### src/logic/uart_alu_pkg.sv
`default_nettype none

package uart_alu_pkg;

  // width of every byte on the serial link and in the datapath
  localparam int DATA_W = 8;

  // opcode sits in the low three bits of the opcode byte
  typedef enum logic [2:0] {
    OP_ADD = 3'd0,
    OP_SUB = 3'd1, // carry is the borrow
    OP_AND = 3'd2,
    OP_OR  = 3'd3,
    OP_XOR = 3'd4,
    OP_SLL = 3'd5, // shift amount is b mod 8
    OP_SRL = 3'd6,
    OP_NOR = 3'd7
  } alu_op_e;

  // command assembly states of the decoder
  typedef enum logic [1:0] {
    WAIT_OP = 2'd0,
    WAIT_A  = 2'd1,
    WAIT_B  = 2'd2
  } dec_state_e;

  // decoder to execute, 20 bits
  typedef struct packed {
    alu_op_e           op;
    logic [DATA_W-1:0] a;
    logic [DATA_W-1:0] b;
    logic              bad_op; // upper opcode bits were not zero
  } alu_cmd_t;

  // execute to transmitter, 11 bits
  typedef struct packed {
    logic [DATA_W-1:0] value;
    logic              carry;
    logic              zero;
    logic              err;    // set for a rejected opcode
  } alu_result_t;

endpackage

`default_nettype wire

### src/logic/alu_execute.sv
`timescale 1ns/1ns
`default_nettype none

module alu_execute (
  input  logic                          i_clk,
  input  logic                          i_rst,
  input  uart_alu_pkg::alu_cmd_t        i_cmd,
  input  logic                          i_cmd_valid,
  output logic                          o_cmd_ready,
  output uart_alu_pkg::alu_result_t     o_res,
  output logic                          o_res_valid,
  input  logic                          i_res_ready
);

  localparam int DATA_W = uart_alu_pkg::DATA_W;
  localparam int SH_W   = $clog2(DATA_W);

  logic [DATA_W:0]           wide;     // value plus carry in the top bit
  logic [DATA_W:0]           shr;      // right shift with a guard bit below
  logic [SH_W-1:0]           shamt;
  uart_alu_pkg::alu_result_t res_next;

  assign o_cmd_ready = !o_res_valid;
  assign shamt       = i_cmd.b[SH_W-1:0]; // b mod 8
  assign shr         = {i_cmd.a, 1'b0} >> shamt;

  always_comb begin
    case (i_cmd.op)
      uart_alu_pkg::OP_ADD: wide = {1'b0, i_cmd.a} + {1'b0, i_cmd.b};
      uart_alu_pkg::OP_SUB: wide = {1'b0, i_cmd.a} - {1'b0, i_cmd.b}; // top bit is borrow
      uart_alu_pkg::OP_AND: wide = {1'b0, i_cmd.a & i_cmd.b};
      uart_alu_pkg::OP_OR:  wide = {1'b0, i_cmd.a | i_cmd.b};
      uart_alu_pkg::OP_XOR: wide = {1'b0, i_cmd.a ^ i_cmd.b};
      uart_alu_pkg::OP_SLL: wide = {1'b0, i_cmd.a} << shamt; // bit out of bit 7
      uart_alu_pkg::OP_SRL: wide = {shr[0], shr[DATA_W:1]};  // bit out of bit 0
      uart_alu_pkg::OP_NOR: wide = {1'b0, ~(i_cmd.a | i_cmd.b)};
      default:              wide = '0;
    endcase
    res_next.value = wide[DATA_W-1:0];
    res_next.carry = wide[DATA_W];
    res_next.zero  = (wide[DATA_W-1:0] == '0);
    res_next.err   = 1'b0;
    if (i_cmd.bad_op) begin
      res_next = '{value: '0, carry: 1'b0, zero: 1'b0, err: 1'b1};
    end
  end

  always_ff @(posedge i_clk or posedge i_rst) begin
    if (i_rst) begin
      o_res_valid <= 1'b0;
    end else if (i_cmd_valid && o_cmd_ready) begin
      o_res_valid <= 1'b1;
    end else if (o_res_valid && i_res_ready) begin
      o_res_valid <= 1'b0;
    end
  end

  always_ff @(posedge i_clk) begin
    if (i_cmd_valid && o_cmd_ready) begin
      o_res <= res_next;
    end
  end

  // transmitter latches o_res whenever it gets round to it
  a_res_hold: assert property (
    @(posedge i_clk) disable iff (i_rst)
      o_res_valid && !i_res_ready |=> o_res_valid && $stable(o_res)
  );

endmodule

`default_nettype wire

### src/logic/cmd_decoder.sv
`timescale 1ns/1ns
`default_nettype none

module cmd_decoder (
  input  logic                             i_clk,
  input  logic                             i_rst,
  input  logic [uart_alu_pkg::DATA_W-1:0]  i_byte,
  input  logic                             i_byte_valid,
  output uart_alu_pkg::alu_cmd_t           o_cmd,
  output logic                             o_cmd_valid,
  input  logic                             i_cmd_ready
);

  localparam int DATA_W = uart_alu_pkg::DATA_W;

  uart_alu_pkg::dec_state_e state;
  logic                     take; // byte accepted this cycle

  // bytes are only taken while no command is waiting for execute
  assign take = i_byte_valid && !o_cmd_valid;

  always_ff @(posedge i_clk or posedge i_rst) begin
    if (i_rst) begin
      state       <= uart_alu_pkg::WAIT_OP;
      o_cmd_valid <= 1'b0;
    end else begin
      if (o_cmd_valid && i_cmd_ready) begin
        o_cmd_valid <= 1'b0; // handed to execute
      end
      if (take) begin
        case (state)
          uart_alu_pkg::WAIT_OP: state <= uart_alu_pkg::WAIT_A;
          uart_alu_pkg::WAIT_A:  state <= uart_alu_pkg::WAIT_B;
          uart_alu_pkg::WAIT_B: begin
            state       <= uart_alu_pkg::WAIT_OP;
            o_cmd_valid <= 1'b1; // full command assembled
          end
          default: state <= uart_alu_pkg::WAIT_OP;
        endcase
      end
    end
  end

  // command fields, filled one byte at a time
  always_ff @(posedge i_clk) begin
    if (take) begin
      case (state)
        uart_alu_pkg::WAIT_OP: begin
          o_cmd.op     <= uart_alu_pkg::alu_op_e'(i_byte[2:0]);
          o_cmd.bad_op <= |i_byte[DATA_W-1:3]; // operands still collected
        end
        uart_alu_pkg::WAIT_A: o_cmd.a <= i_byte;
        uart_alu_pkg::WAIT_B: o_cmd.b <= i_byte;
        default: ;
      endcase
    end
  end

  // execute frees up long before the next three bytes can arrive
  a_no_drop: assert property (
    @(posedge i_clk) disable iff (i_rst) o_cmd_valid |-> !i_byte_valid
  );

  a_state_legal: assert property (
    @(posedge i_clk) disable iff (i_rst)
      state inside {uart_alu_pkg::WAIT_OP, uart_alu_pkg::WAIT_A, uart_alu_pkg::WAIT_B}
  );

endmodule

`default_nettype wire

### src/logic/uart_alu_top.sv
`timescale 1ns/1ns
`default_nettype none

module uart_alu_top #(
  parameter int CLKS_PER_BIT = 16
) (
  input  logic i_clk,
  input  logic i_rst,
  input  logic i_rx,
  output logic o_tx
);

  logic [uart_alu_pkg::DATA_W-1:0] rx_byte;
  logic                            rx_byte_valid;
  uart_alu_pkg::alu_cmd_t          cmd;
  logic                            cmd_valid;
  logic                            cmd_ready;
  uart_alu_pkg::alu_result_t       res;
  logic                            res_valid;
  logic                            res_ready;

  uart_rx #(
    .CLKS_PER_BIT (CLKS_PER_BIT)
  ) u_rx (
    .i_clk        (i_clk),
    .i_rst        (i_rst),
    .i_rx         (i_rx),
    .o_byte       (rx_byte),
    .o_byte_valid (rx_byte_valid)
  );

  cmd_decoder u_dec (
    .i_clk        (i_clk),
    .i_rst        (i_rst),
    .i_byte       (rx_byte),
    .i_byte_valid (rx_byte_valid),
    .o_cmd        (cmd),
    .o_cmd_valid  (cmd_valid),
    .i_cmd_ready  (cmd_ready)
  );

  alu_execute u_exe (
    .i_clk        (i_clk),
    .i_rst        (i_rst),
    .i_cmd        (cmd),
    .i_cmd_valid  (cmd_valid),
    .o_cmd_ready  (cmd_ready),
    .o_res        (res),
    .o_res_valid  (res_valid),
    .i_res_ready  (res_ready)
  );

  uart_tx #(
    .CLKS_PER_BIT (CLKS_PER_BIT)
  ) u_tx (
    .i_clk        (i_clk),
    .i_rst        (i_rst),
    .i_res        (res),
    .i_res_valid  (res_valid),
    .o_res_ready  (res_ready),
    .o_tx         (o_tx)
  );

endmodule

`default_nettype wire

### src/logic/uart_rx.sv
`timescale 1ns/1ns
`default_nettype none

module uart_rx #(
  parameter int CLKS_PER_BIT = 16
) (
  input  logic                             i_clk,
  input  logic                             i_rst,
  input  logic                             i_rx,
  output logic [uart_alu_pkg::DATA_W-1:0]  o_byte,
  output logic                             o_byte_valid
);

  localparam int DATA_W = uart_alu_pkg::DATA_W;
  localparam int CNT_W  = $clog2(CLKS_PER_BIT);
  localparam int IDX_W  = $clog2(DATA_W);
  localparam logic [CNT_W-1:0] CNT_LAST = CNT_W'(CLKS_PER_BIT - 1);
  localparam logic [CNT_W-1:0] CNT_HALF = CNT_W'(CLKS_PER_BIT / 2 - 1);
  localparam logic [IDX_W-1:0] IDX_LAST = IDX_W'(DATA_W - 1);

  typedef enum logic [1:0] {
    RX_IDLE,
    RX_START,
    RX_DATA,
    RX_STOP
  } rx_state_e;

  rx_state_e         state;
  logic              rx_meta;   // first sync stage
  logic              rx_sync;   // line value used by the fsm
  logic [CNT_W-1:0]  clk_cnt;   // clocks within the current bit
  logic [IDX_W-1:0]  bit_idx;
  logic [DATA_W-1:0] shift_reg;
  logic              bit_tick;  // middle of a data or stop bit

  assign bit_tick = (clk_cnt == CNT_LAST);

  always_ff @(posedge i_clk or posedge i_rst) begin
    if (i_rst) begin
      rx_meta      <= 1'b1; // idle line is high
      rx_sync      <= 1'b1;
      state        <= RX_IDLE;
      clk_cnt      <= '0;
      bit_idx      <= '0;
      o_byte_valid <= 1'b0;
    end else begin
      rx_meta      <= i_rx;
      rx_sync      <= rx_meta;
      o_byte_valid <= 1'b0; // single cycle pulse
      case (state)
        RX_IDLE: begin
          clk_cnt <= '0;
          bit_idx <= '0;
          if (!rx_sync) begin
            state <= RX_START; // falling start edge
          end
        end
        RX_START: begin
          if (clk_cnt == CNT_HALF) begin
            clk_cnt <= '0;
            state   <= rx_sync ? RX_IDLE : RX_DATA; // glitch if high again
          end else begin
            clk_cnt <= clk_cnt + 1'b1;
          end
        end
        RX_DATA: begin
          if (bit_tick) begin
            clk_cnt <= '0;
            bit_idx <= bit_idx + 1'b1;
            if (bit_idx == IDX_LAST) begin
              state <= RX_STOP;
            end
          end else begin
            clk_cnt <= clk_cnt + 1'b1;
          end
        end
        RX_STOP: begin
          if (bit_tick) begin
            clk_cnt      <= '0;
            state        <= RX_IDLE;
            o_byte_valid <= rx_sync; // a low stop bit drops the byte
          end else begin
            clk_cnt <= clk_cnt + 1'b1;
          end
        end
        default: state <= RX_IDLE;
      endcase
    end
  end

  // data path, lsb arrives first
  always_ff @(posedge i_clk) begin
    if (state == RX_DATA && bit_tick) begin
      shift_reg <= {rx_sync, shift_reg[DATA_W-1:1]};
    end
    if (state == RX_STOP && bit_tick && rx_sync) begin
      o_byte <= shift_reg;
    end
  end

  // the decoder relies on one pulse per byte
  a_valid_pulse: assert property (
    @(posedge i_clk) disable iff (i_rst) o_byte_valid |=> !o_byte_valid
  );

endmodule

`default_nettype wire

### src/logic/uart_tx.sv
`timescale 1ns/1ns
`default_nettype none

module uart_tx #(
  parameter int CLKS_PER_BIT = 16
) (
  input  logic                          i_clk,
  input  logic                          i_rst,
  input  uart_alu_pkg::alu_result_t     i_res,
  input  logic                          i_res_valid,
  output logic                          o_res_ready,
  output logic                          o_tx
);

  localparam int DATA_W = uart_alu_pkg::DATA_W;
  localparam int CNT_W  = $clog2(CLKS_PER_BIT);
  localparam int IDX_W  = $clog2(DATA_W);
  localparam logic [CNT_W-1:0] CNT_LAST = CNT_W'(CLKS_PER_BIT - 1);
  localparam logic [IDX_W-1:0] IDX_LAST = IDX_W'(DATA_W - 1);

  typedef enum logic [1:0] {
    TX_IDLE,
    TX_START,
    TX_DATA,
    TX_STOP
  } tx_state_e;

  tx_state_e         state;
  logic [CNT_W-1:0]  clk_cnt;
  logic [IDX_W-1:0]  bit_idx;
  logic              second;    // flags frame in progress
  logic [DATA_W-1:0] shift_reg;
  logic [DATA_W-1:0] flags_reg;
  logic              bit_tick;  // last clock of a bit

  assign bit_tick    = (clk_cnt == CNT_LAST);
  assign o_res_ready = (state == TX_IDLE);

  always_ff @(posedge i_clk or posedge i_rst) begin
    if (i_rst) begin
      state   <= TX_IDLE;
      o_tx    <= 1'b1;
      clk_cnt <= '0;
      bit_idx <= '0;
      second  <= 1'b0;
    end else begin
      case (state)
        TX_IDLE: begin
          clk_cnt <= '0;
          bit_idx <= '0;
          if (i_res_valid) begin
            state  <= TX_START;
            o_tx   <= 1'b0; // start bit goes out right away
            second <= 1'b0;
          end
        end
        TX_START: begin
          if (bit_tick) begin
            clk_cnt <= '0;
            state   <= TX_DATA;
            o_tx    <= shift_reg[0];
          end else begin
            clk_cnt <= clk_cnt + 1'b1;
          end
        end
        TX_DATA: begin
          if (bit_tick) begin
            clk_cnt <= '0;
            if (bit_idx == IDX_LAST) begin
              state   <= TX_STOP;
              o_tx    <= 1'b1;
              bit_idx <= '0;
            end else begin
              bit_idx <= bit_idx + 1'b1;
              o_tx    <= shift_reg[1]; // next bit after this shift
            end
          end else begin
            clk_cnt <= clk_cnt + 1'b1;
          end
        end
        TX_STOP: begin
          if (bit_tick) begin
            clk_cnt <= '0;
            if (!second) begin
              second <= 1'b1;
              state  <= TX_START; // flags frame follows with no gap
              o_tx   <= 1'b0;
            end else begin
              state <= TX_IDLE;
            end
          end else begin
            clk_cnt <= clk_cnt + 1'b1;
          end
        end
        default: state <= TX_IDLE;
      endcase
    end
  end

  always_ff @(posedge i_clk) begin
    if (state == TX_IDLE && i_res_valid) begin
      shift_reg <= i_res.value;
      flags_reg <= {{(DATA_W - 3){1'b0}}, i_res.err, i_res.zero, i_res.carry};
    end else if (state == TX_DATA && bit_tick) begin
      shift_reg <= shift_reg >> 1;
    end else if (state == TX_STOP && bit_tick && !second) begin
      shift_reg <= flags_reg;
    end
  end

endmodule

`default_nettype wire

### config.mk
export PLATFORM = sky130hd
export DESIGN_NAME = uart_alu_top
export DESIGN_NICKNAME = d
export VERILOG_FILES = /design/src/logic/uart_alu_pkg.sv /design/src/logic/alu_execute.sv /design/src/logic/cmd_decoder.sv /design/src/logic/uart_alu_top.sv /design/src/logic/uart_rx.sv /design/src/logic/uart_tx.sv
export SDC_FILE = /design/constraint.sdc
export NUM_CORES = 1
export LEC_CHECK = 0
export BUFFER_PORTS_ARGS = -buffer_cell sky130_fd_sc_hd__buf_4
export CORE_MARGIN = 2
export CORE_UTILIZATION = 50
export CTS_CLUSTER_DIAMETER = 100
export DETAILED_ROUTE_END_ITERATION = 12
export GPL_ROUTABILITY_DRIVEN = 0
export PLACE_DENSITY = 0.75
export SKIP_CTS_REPAIR_TIMING = 1
export SYNTH_ARGS = -nofsm -noshare
export SYNTH_HDL_FRONTEND = slang
export SYNTH_SLANG_ARGS = --single-unit
### constraint.sdc
create_clock -name i_clk -period 4.7 [get_ports i_clk]
set_clock_uncertainty 0.2 [all_clocks]
set_input_delay 0.47 -clock i_clk [delete_from_list [all_inputs] [get_ports i_clk]]
set_output_delay 0.47 -clock i_clk [all_outputs]
set_load 0.02 [all_outputs]
Word-level counts from Yosys, hierarchy flattened:

Cells that the tools add are included.
Widths: inputs -> output; s select.

* bits of input ports: 3
* output and inout port bits: 1
* word-level logic and storage cells: 149
* bits in registers: 85

* reduce and logical (&&, ||, !) cells: 34
* bitwise operators: 4
* equal/unequal tests: 31
* shift operators: 2
* muxes and demuxes: 46
* add/sub/neg operators: 6

Operators by type and width (number)
* $pmux 9 s8: 1
* $mux 8: 3
* $mux 2: 11
* $eq 3x3->1 const B: 6
* $ne 2x1->1 const B: 9
* $mux 1: 16
* $pmux 2 s4: 2
* $reduce_and 5->1: 3
* $mux 4: 3
* $pmux 3 s2: 2
* $pmux 4 s3: 1
* $eq 2x2->1 const B: 5
* $reduce_and 2->1: 5
* $add 8x8->9: 1
* $logic_and 1x1->1: 9
* $mux 3: 3
* $shl 8x3->9: 1
* $shr 9x3->9: 1
* $sub 8x8->9: 1
* $add 4x1->4 const B: 2
* $and 8x8->8: 1
* $eq 4x4->1 const B: 2
* $logic_not 8->1: 1
* $not 8->8: 1
* other kinds (21): 33

Longest topological paths before layout:

* word-level depth: 6
* gate-level depth with buffers: 14
* depth with buffers taken out: 12

Hierarchy:

A second synthesis with hierarchy kept.

* cell total of the unflattened synthesis: 463
* area total of the unflattened synthesis: 5041.1 um^2

By module, submodules not included
* alu_execute: area an instance 2103.3 um^2, times used 1, cells an instance 259, sequential area each 355.3 um^2
* uart_tx: area an instance 1126.1 um^2, times used 1, cells an instance 100, sequential area each 606.8 um^2
* uart_rx: area an instance 1049.8 um^2, times used 1, cells an instance 68, sequential area each 783.3 um^2
* cmd_decoder: area an instance 762.0 um^2, times used 1, cells an instance 36, sequential area each 675.6 um^2

Worst setup path before layout:

Ideal clock, no wire load.

* path kind: reg-to-reg
* from: register u_dec.o_cmd[18] in the netlist's numbering
* to: register u_exe.o_res[1] in the netlist's numbering, data pin
* slack: 1338 ps
* arrival: 2987 ps
* setup time: 175 ps
* cell stages (with the launch flop): 15
* data required time: 4325 ps
* buffers on the path: 2
* clock period less this slack: 3362 ps
* cell sequence: edfxtp_1 > buf_4 > or2_2 > buf_2 > nor2_1 > mux2_2 > inv_1 > ha_1 > nor2b_1 > o31a_1 > o21ai_1 > nor2b_1 > xnor2_1 > o21ai_0 > nor4bb_1

* word-level cells in the longest chain between the ends: 3
* elaborated cells between the ends (all ways): 10
* those cells by class: eq/ne (7); mux (1); reduce/logical (2)

RTL lines
* start: declaration: line cmd_decoder.sv:9 `output uart_alu_pkg::alu_cmd_t o_cmd,`
* $eq 3x3->1 (tied with other cells): line alu_execute.sv:28 `case (i_cmd.op)`
* $pmux 9 s8 (*): line alu_execute.sv:28
* $logic_not 8->1 (*): line alu_execute.sv:41 `res_next.zero = (wide[DATA_W-1:0] == '0);`
* end signal: assignment: line alu_execute.sv:60 `o_res <= res_next;`
* end: declaration: line alu_execute.sv:10 `output uart_alu_pkg::alu_result_t o_res,`

Mark *: on every way between the ends. The rest lies on a longest branch, timed or not.
A chain may end at the register's enable or synchronous reset.

Worst setup path after layout:

* from: register u_dec.o_cmd[19] in the netlist's numbering
* to: register u_exe.o_res[1] in the netlist's numbering, data pin

Same word-level chain as after synthesis.

==> metrics.md <==
| Metric | Value |
|---|---|
| Status | completed |
| Vias in the first global route | 3,433 |
| Pleak | 0.002096 uW |
| Yosys top cell by area | edfxtp_1 |
| DR pass1 iterations | 5 |
| Buffers on Ports | 3 |
| Total track usage | 19.20% |
| Pwr dens | around 330 nW/um2 |
| Biggest regs | u_dec.o_cmd (20), u_exe.o_res (11) |
| CP Data Required Time | 4.68 ns |
| Mapped Nets | between 500 and 600 |
| CP Class | reg -> reg |
| Worst R2R Setup Slack | 0.80 ns |
| Fin crit period | 3.899 ns |
| Synthesized instance count | about 470 |
| Layout fillers | 840 |
| FP Rows | 36 |
| Max Freq | approximately 260 MHz |
| Setup TNS | 0 ns |
| R2R depth | 12 |
| Clock slew at reported path FFs | 0.08 ns |
| Post-synth EDFFs | 58 |
| YS warnings | 0 |
| Via density | 5.925 |
| Fin nets | 501 |
| Min-delay src | i_rx |
| Avg Synthesized Cell Area | 10.66 um2 |
| Synth Flop Type | edfxtp_1 |
| Final Hold Viols | 0 |
| P&R area growth vs syn | 5.841% |
| Final Non-Filler Cells | around 600 |
| Placed instance count | 583 |
| Worst-case clock buffer depth | 2 |
| Max rail drop VDD | 322.2 uV |
| DRT antenna net count | 0 |
| First-pass GRT wire length | between 15,000 and 20,000 um |
| Arrival time of the worst setup path | 3.88 ns |
| Critical Path Sink Type | flop |
| Worst R2R End | u_exe.o_res[1] |
| Die area | 10,750 um2 |
| Async set or reset register ratio after synthesis | roughly a third |
| Crit-path max FO | 23 |
| Period utilization | 82.96% |
| Share of layout cells above drive strength 1 | 8.798% |
| CTS Sinks | 85 |
| Clock buffer count from CTS | 9 |
| FF/Latch Area | 2421 um2 |
| RSZ-0062 raised after global routing | false |
| Worst hold-check path type | in -> reg |
| Die height | 103.7 um |
| Max reg flops | 20 |
| Launch point of the worst reg-to-reg path | u_dec.o_cmd[19] |
| Starting DRT DRC Count | 320 |
| Final setup viols | 0 |
| Slew HR | 34.34% |
| CTS tree | done |
| Ports | 4 |
| Largest net degree at the start of global routing | 28 |
| Core Footprint | 9729 um2 |
| CTS H-tree depth | 3 |
| Post-synthesis sequential area ratio | 48.72% |
| Syn Std Cell Area | 4970 um2 |
| Worst-Margin Slew | 0.9838 ns |
| Maxcap violations | 0 |
| Detailed placement HPWL | 7153 um |
| Initial antenna violation count | 0 |
| DR WL/cell | approximately 16 um |
| Share of the synthesized area in the top cell type | between 30% and 40% |
| Clock latency at the later pin of the worst-skew pair | 0.36 ns |
| Grt ovf | 0 |
| DR vias | approximately 3.5k |
| Multi-input gate area | 2325 um2 |
| DRT Wirelength | a little under 10,000 um |
| Root buf cell | clkbuf_8 |
| DR DRC count | 0 |
| Top cells by area, synth | edfxtp_1 (35%), dfrtp_1 (12%), ha_1 (9.1%) |
| Synth cell types | between 60 and 70 |
| Die width | 103.7 um |
| N_diodes | 0 |
| Max-slew violations | 0 |
| Initial Utilization | 51.08% |
| Hold depth | 1 |
| Hold EP | u_rx.rx_meta |
| Register bank with the most flops | u_dec.o_cmd |
| FF+latch count, synth | 85 |
| Critical Path Start Type | flop |
metal layers:
layer / vias up / part of all wire, % / GRT usage, %
met2: 116 / 46 / 30.37
met3: 35 / 5.7 / 3.587
met4: 0 / 4.2 / 9.749
met5: - / 0 / 0
met1: 1714 / 44 / 25.41
li1: 1684 / - / -
metrics by stage:
| stage | utilization [%] | instance area [um2] | setup WS, ns | hold slack (ns) | total power (uW) |
|---|---|---|---|---|---|
| after floorplan | - | 4970 | 1.338 | 0.1452 | 1199 |
| after global placement | 52.19 | 5077 | 0.9883 | 0.1466 | 1251 |
| after detailed placement | 52.19 | 5077 | 0.8352 | 0.1526 | 1270 |
| after CTS | 54.06 | 5260 | 0.8245 | 0.004230 | 1756 |
| after global routing | 54.06 | 5260 | 0.3970 | 0.002153 | 1838 |
| final | 54.06 | 5260 | 0.8011 | 0.01682 | 1744 |
report_power, final:
part	internal (uW)	switching, uW
clock network	209	278
registers	862	84.2
logic	143	167
Yosys cell counts, types with 4 or more instances:
master,n
edfxtp_1,58
nor2_1,40
nand2_1,37
ha_1,36
o21ai_0,27
inv_1,26
dfrtp_1,24
a21oi_1,21
mux2i_1,16
clkbuf_1,12
nand3_1,12
nor2b_1,11
xnor2_1,11
nor3_1,10
nand2b_1,9
a211oi_1,7
a22o_1,7
buf_2,7
and3_1,6
o22ai_1,6
a21o_1,5
a32oi_1,5
mux2_2,5
a21boi_0,4
a31oi_1,4
o21a_1,4
cell families (layout without fill, tap and decap cells):
| kind of cell | after synthesis | after routing | synth area share, % |
|---|---|---|---|
| AO/OA/AOI/OAI | 113 | 113 | 15.51 |
| XOR/XNOR | 14 | 14 | 2.467 |
| adder cells (fa/ha/maj) | 37 | 37 | 9.466 |
| buffers and inverters | 52 | 52 | 4.506 |
| flip-flops | 85 | 85 | 48.72 |
| multiplexers | 23 | 23 | 5.262 |
| AND/OR/NAND/NOR | 142 | 142 | 14.07 |
cell usage in the layout, fill, tap and decap left out, types with 3 or more instances in the layout:
cell      count
edfxtp_1     58
nor2_1       40
nand2_1      37
ha_1         36
o21ai_0      27
inv_1        26
dfrtp_1      24
a21oi_1      21
mux2i_1      16
nand3_1      12
nor2b_1      11
xnor2_1      11
nor3_1       10
clkbuf_8     10
nand2b_1      9
buf_4         8
a211oi_1      7
a22o_1        7
and3_1        6
o22ai_1       6
a21o_1        5
mux2_2        5
a32oi_1       5
o21a_1        4
a31oi_1       4
a21boi_0      4
o31ai_1       3
a41oi_1       3
xor2_1        3
nor3b_1       3
and2_1        3
dfstp_2       3
critical path, cell delays in order (launching register included):
cell and delay (ns):
edfxtp_1 0.66, or2_2 0.48, nor2_1 0.40, mux2_2 0.43, inv_1 0.07, ha_1 0.21
nor2b_1 0.14, o31a_1 0.26, o21ai_1 0.15, nor2b_1 0.18, xnor2_1 0.08, o21ai_0 0.20
nor4bb_1 0.28
worst max-delay path by stage:
stage	start	endpoint	slack [ns]
floorplan	u_dec.o_cmd[18]	u_exe.o_res[1]	1.34
detailed placement	u_dec.o_cmd[19]	u_exe.o_res[1]	0.84
global placement	u_dec.o_cmd[19]	u_exe.o_res[1]	0.99
global route	u_dec.o_cmd[19]	u_exe.o_res[1]	0.40
CTS	u_dec.o_cmd[19]	u_exe.o_res[1]	0.82
finish	u_dec.o_cmd[19]	u_exe.o_res[1]	0.80
final cells by class:
cell class | count | area share, %
flip-flops and latches | 85 | 46.03
clock buffers | 10 | 2.617
inverters | 28 | 1.998
well taps | 133 | 3.164
clock inverters | 6 | 0.8563
multi-input cells | 329 | 44.20
repair buffers | 8 | 1.142
Note: power is estimated with default switching activity, not from simulation.
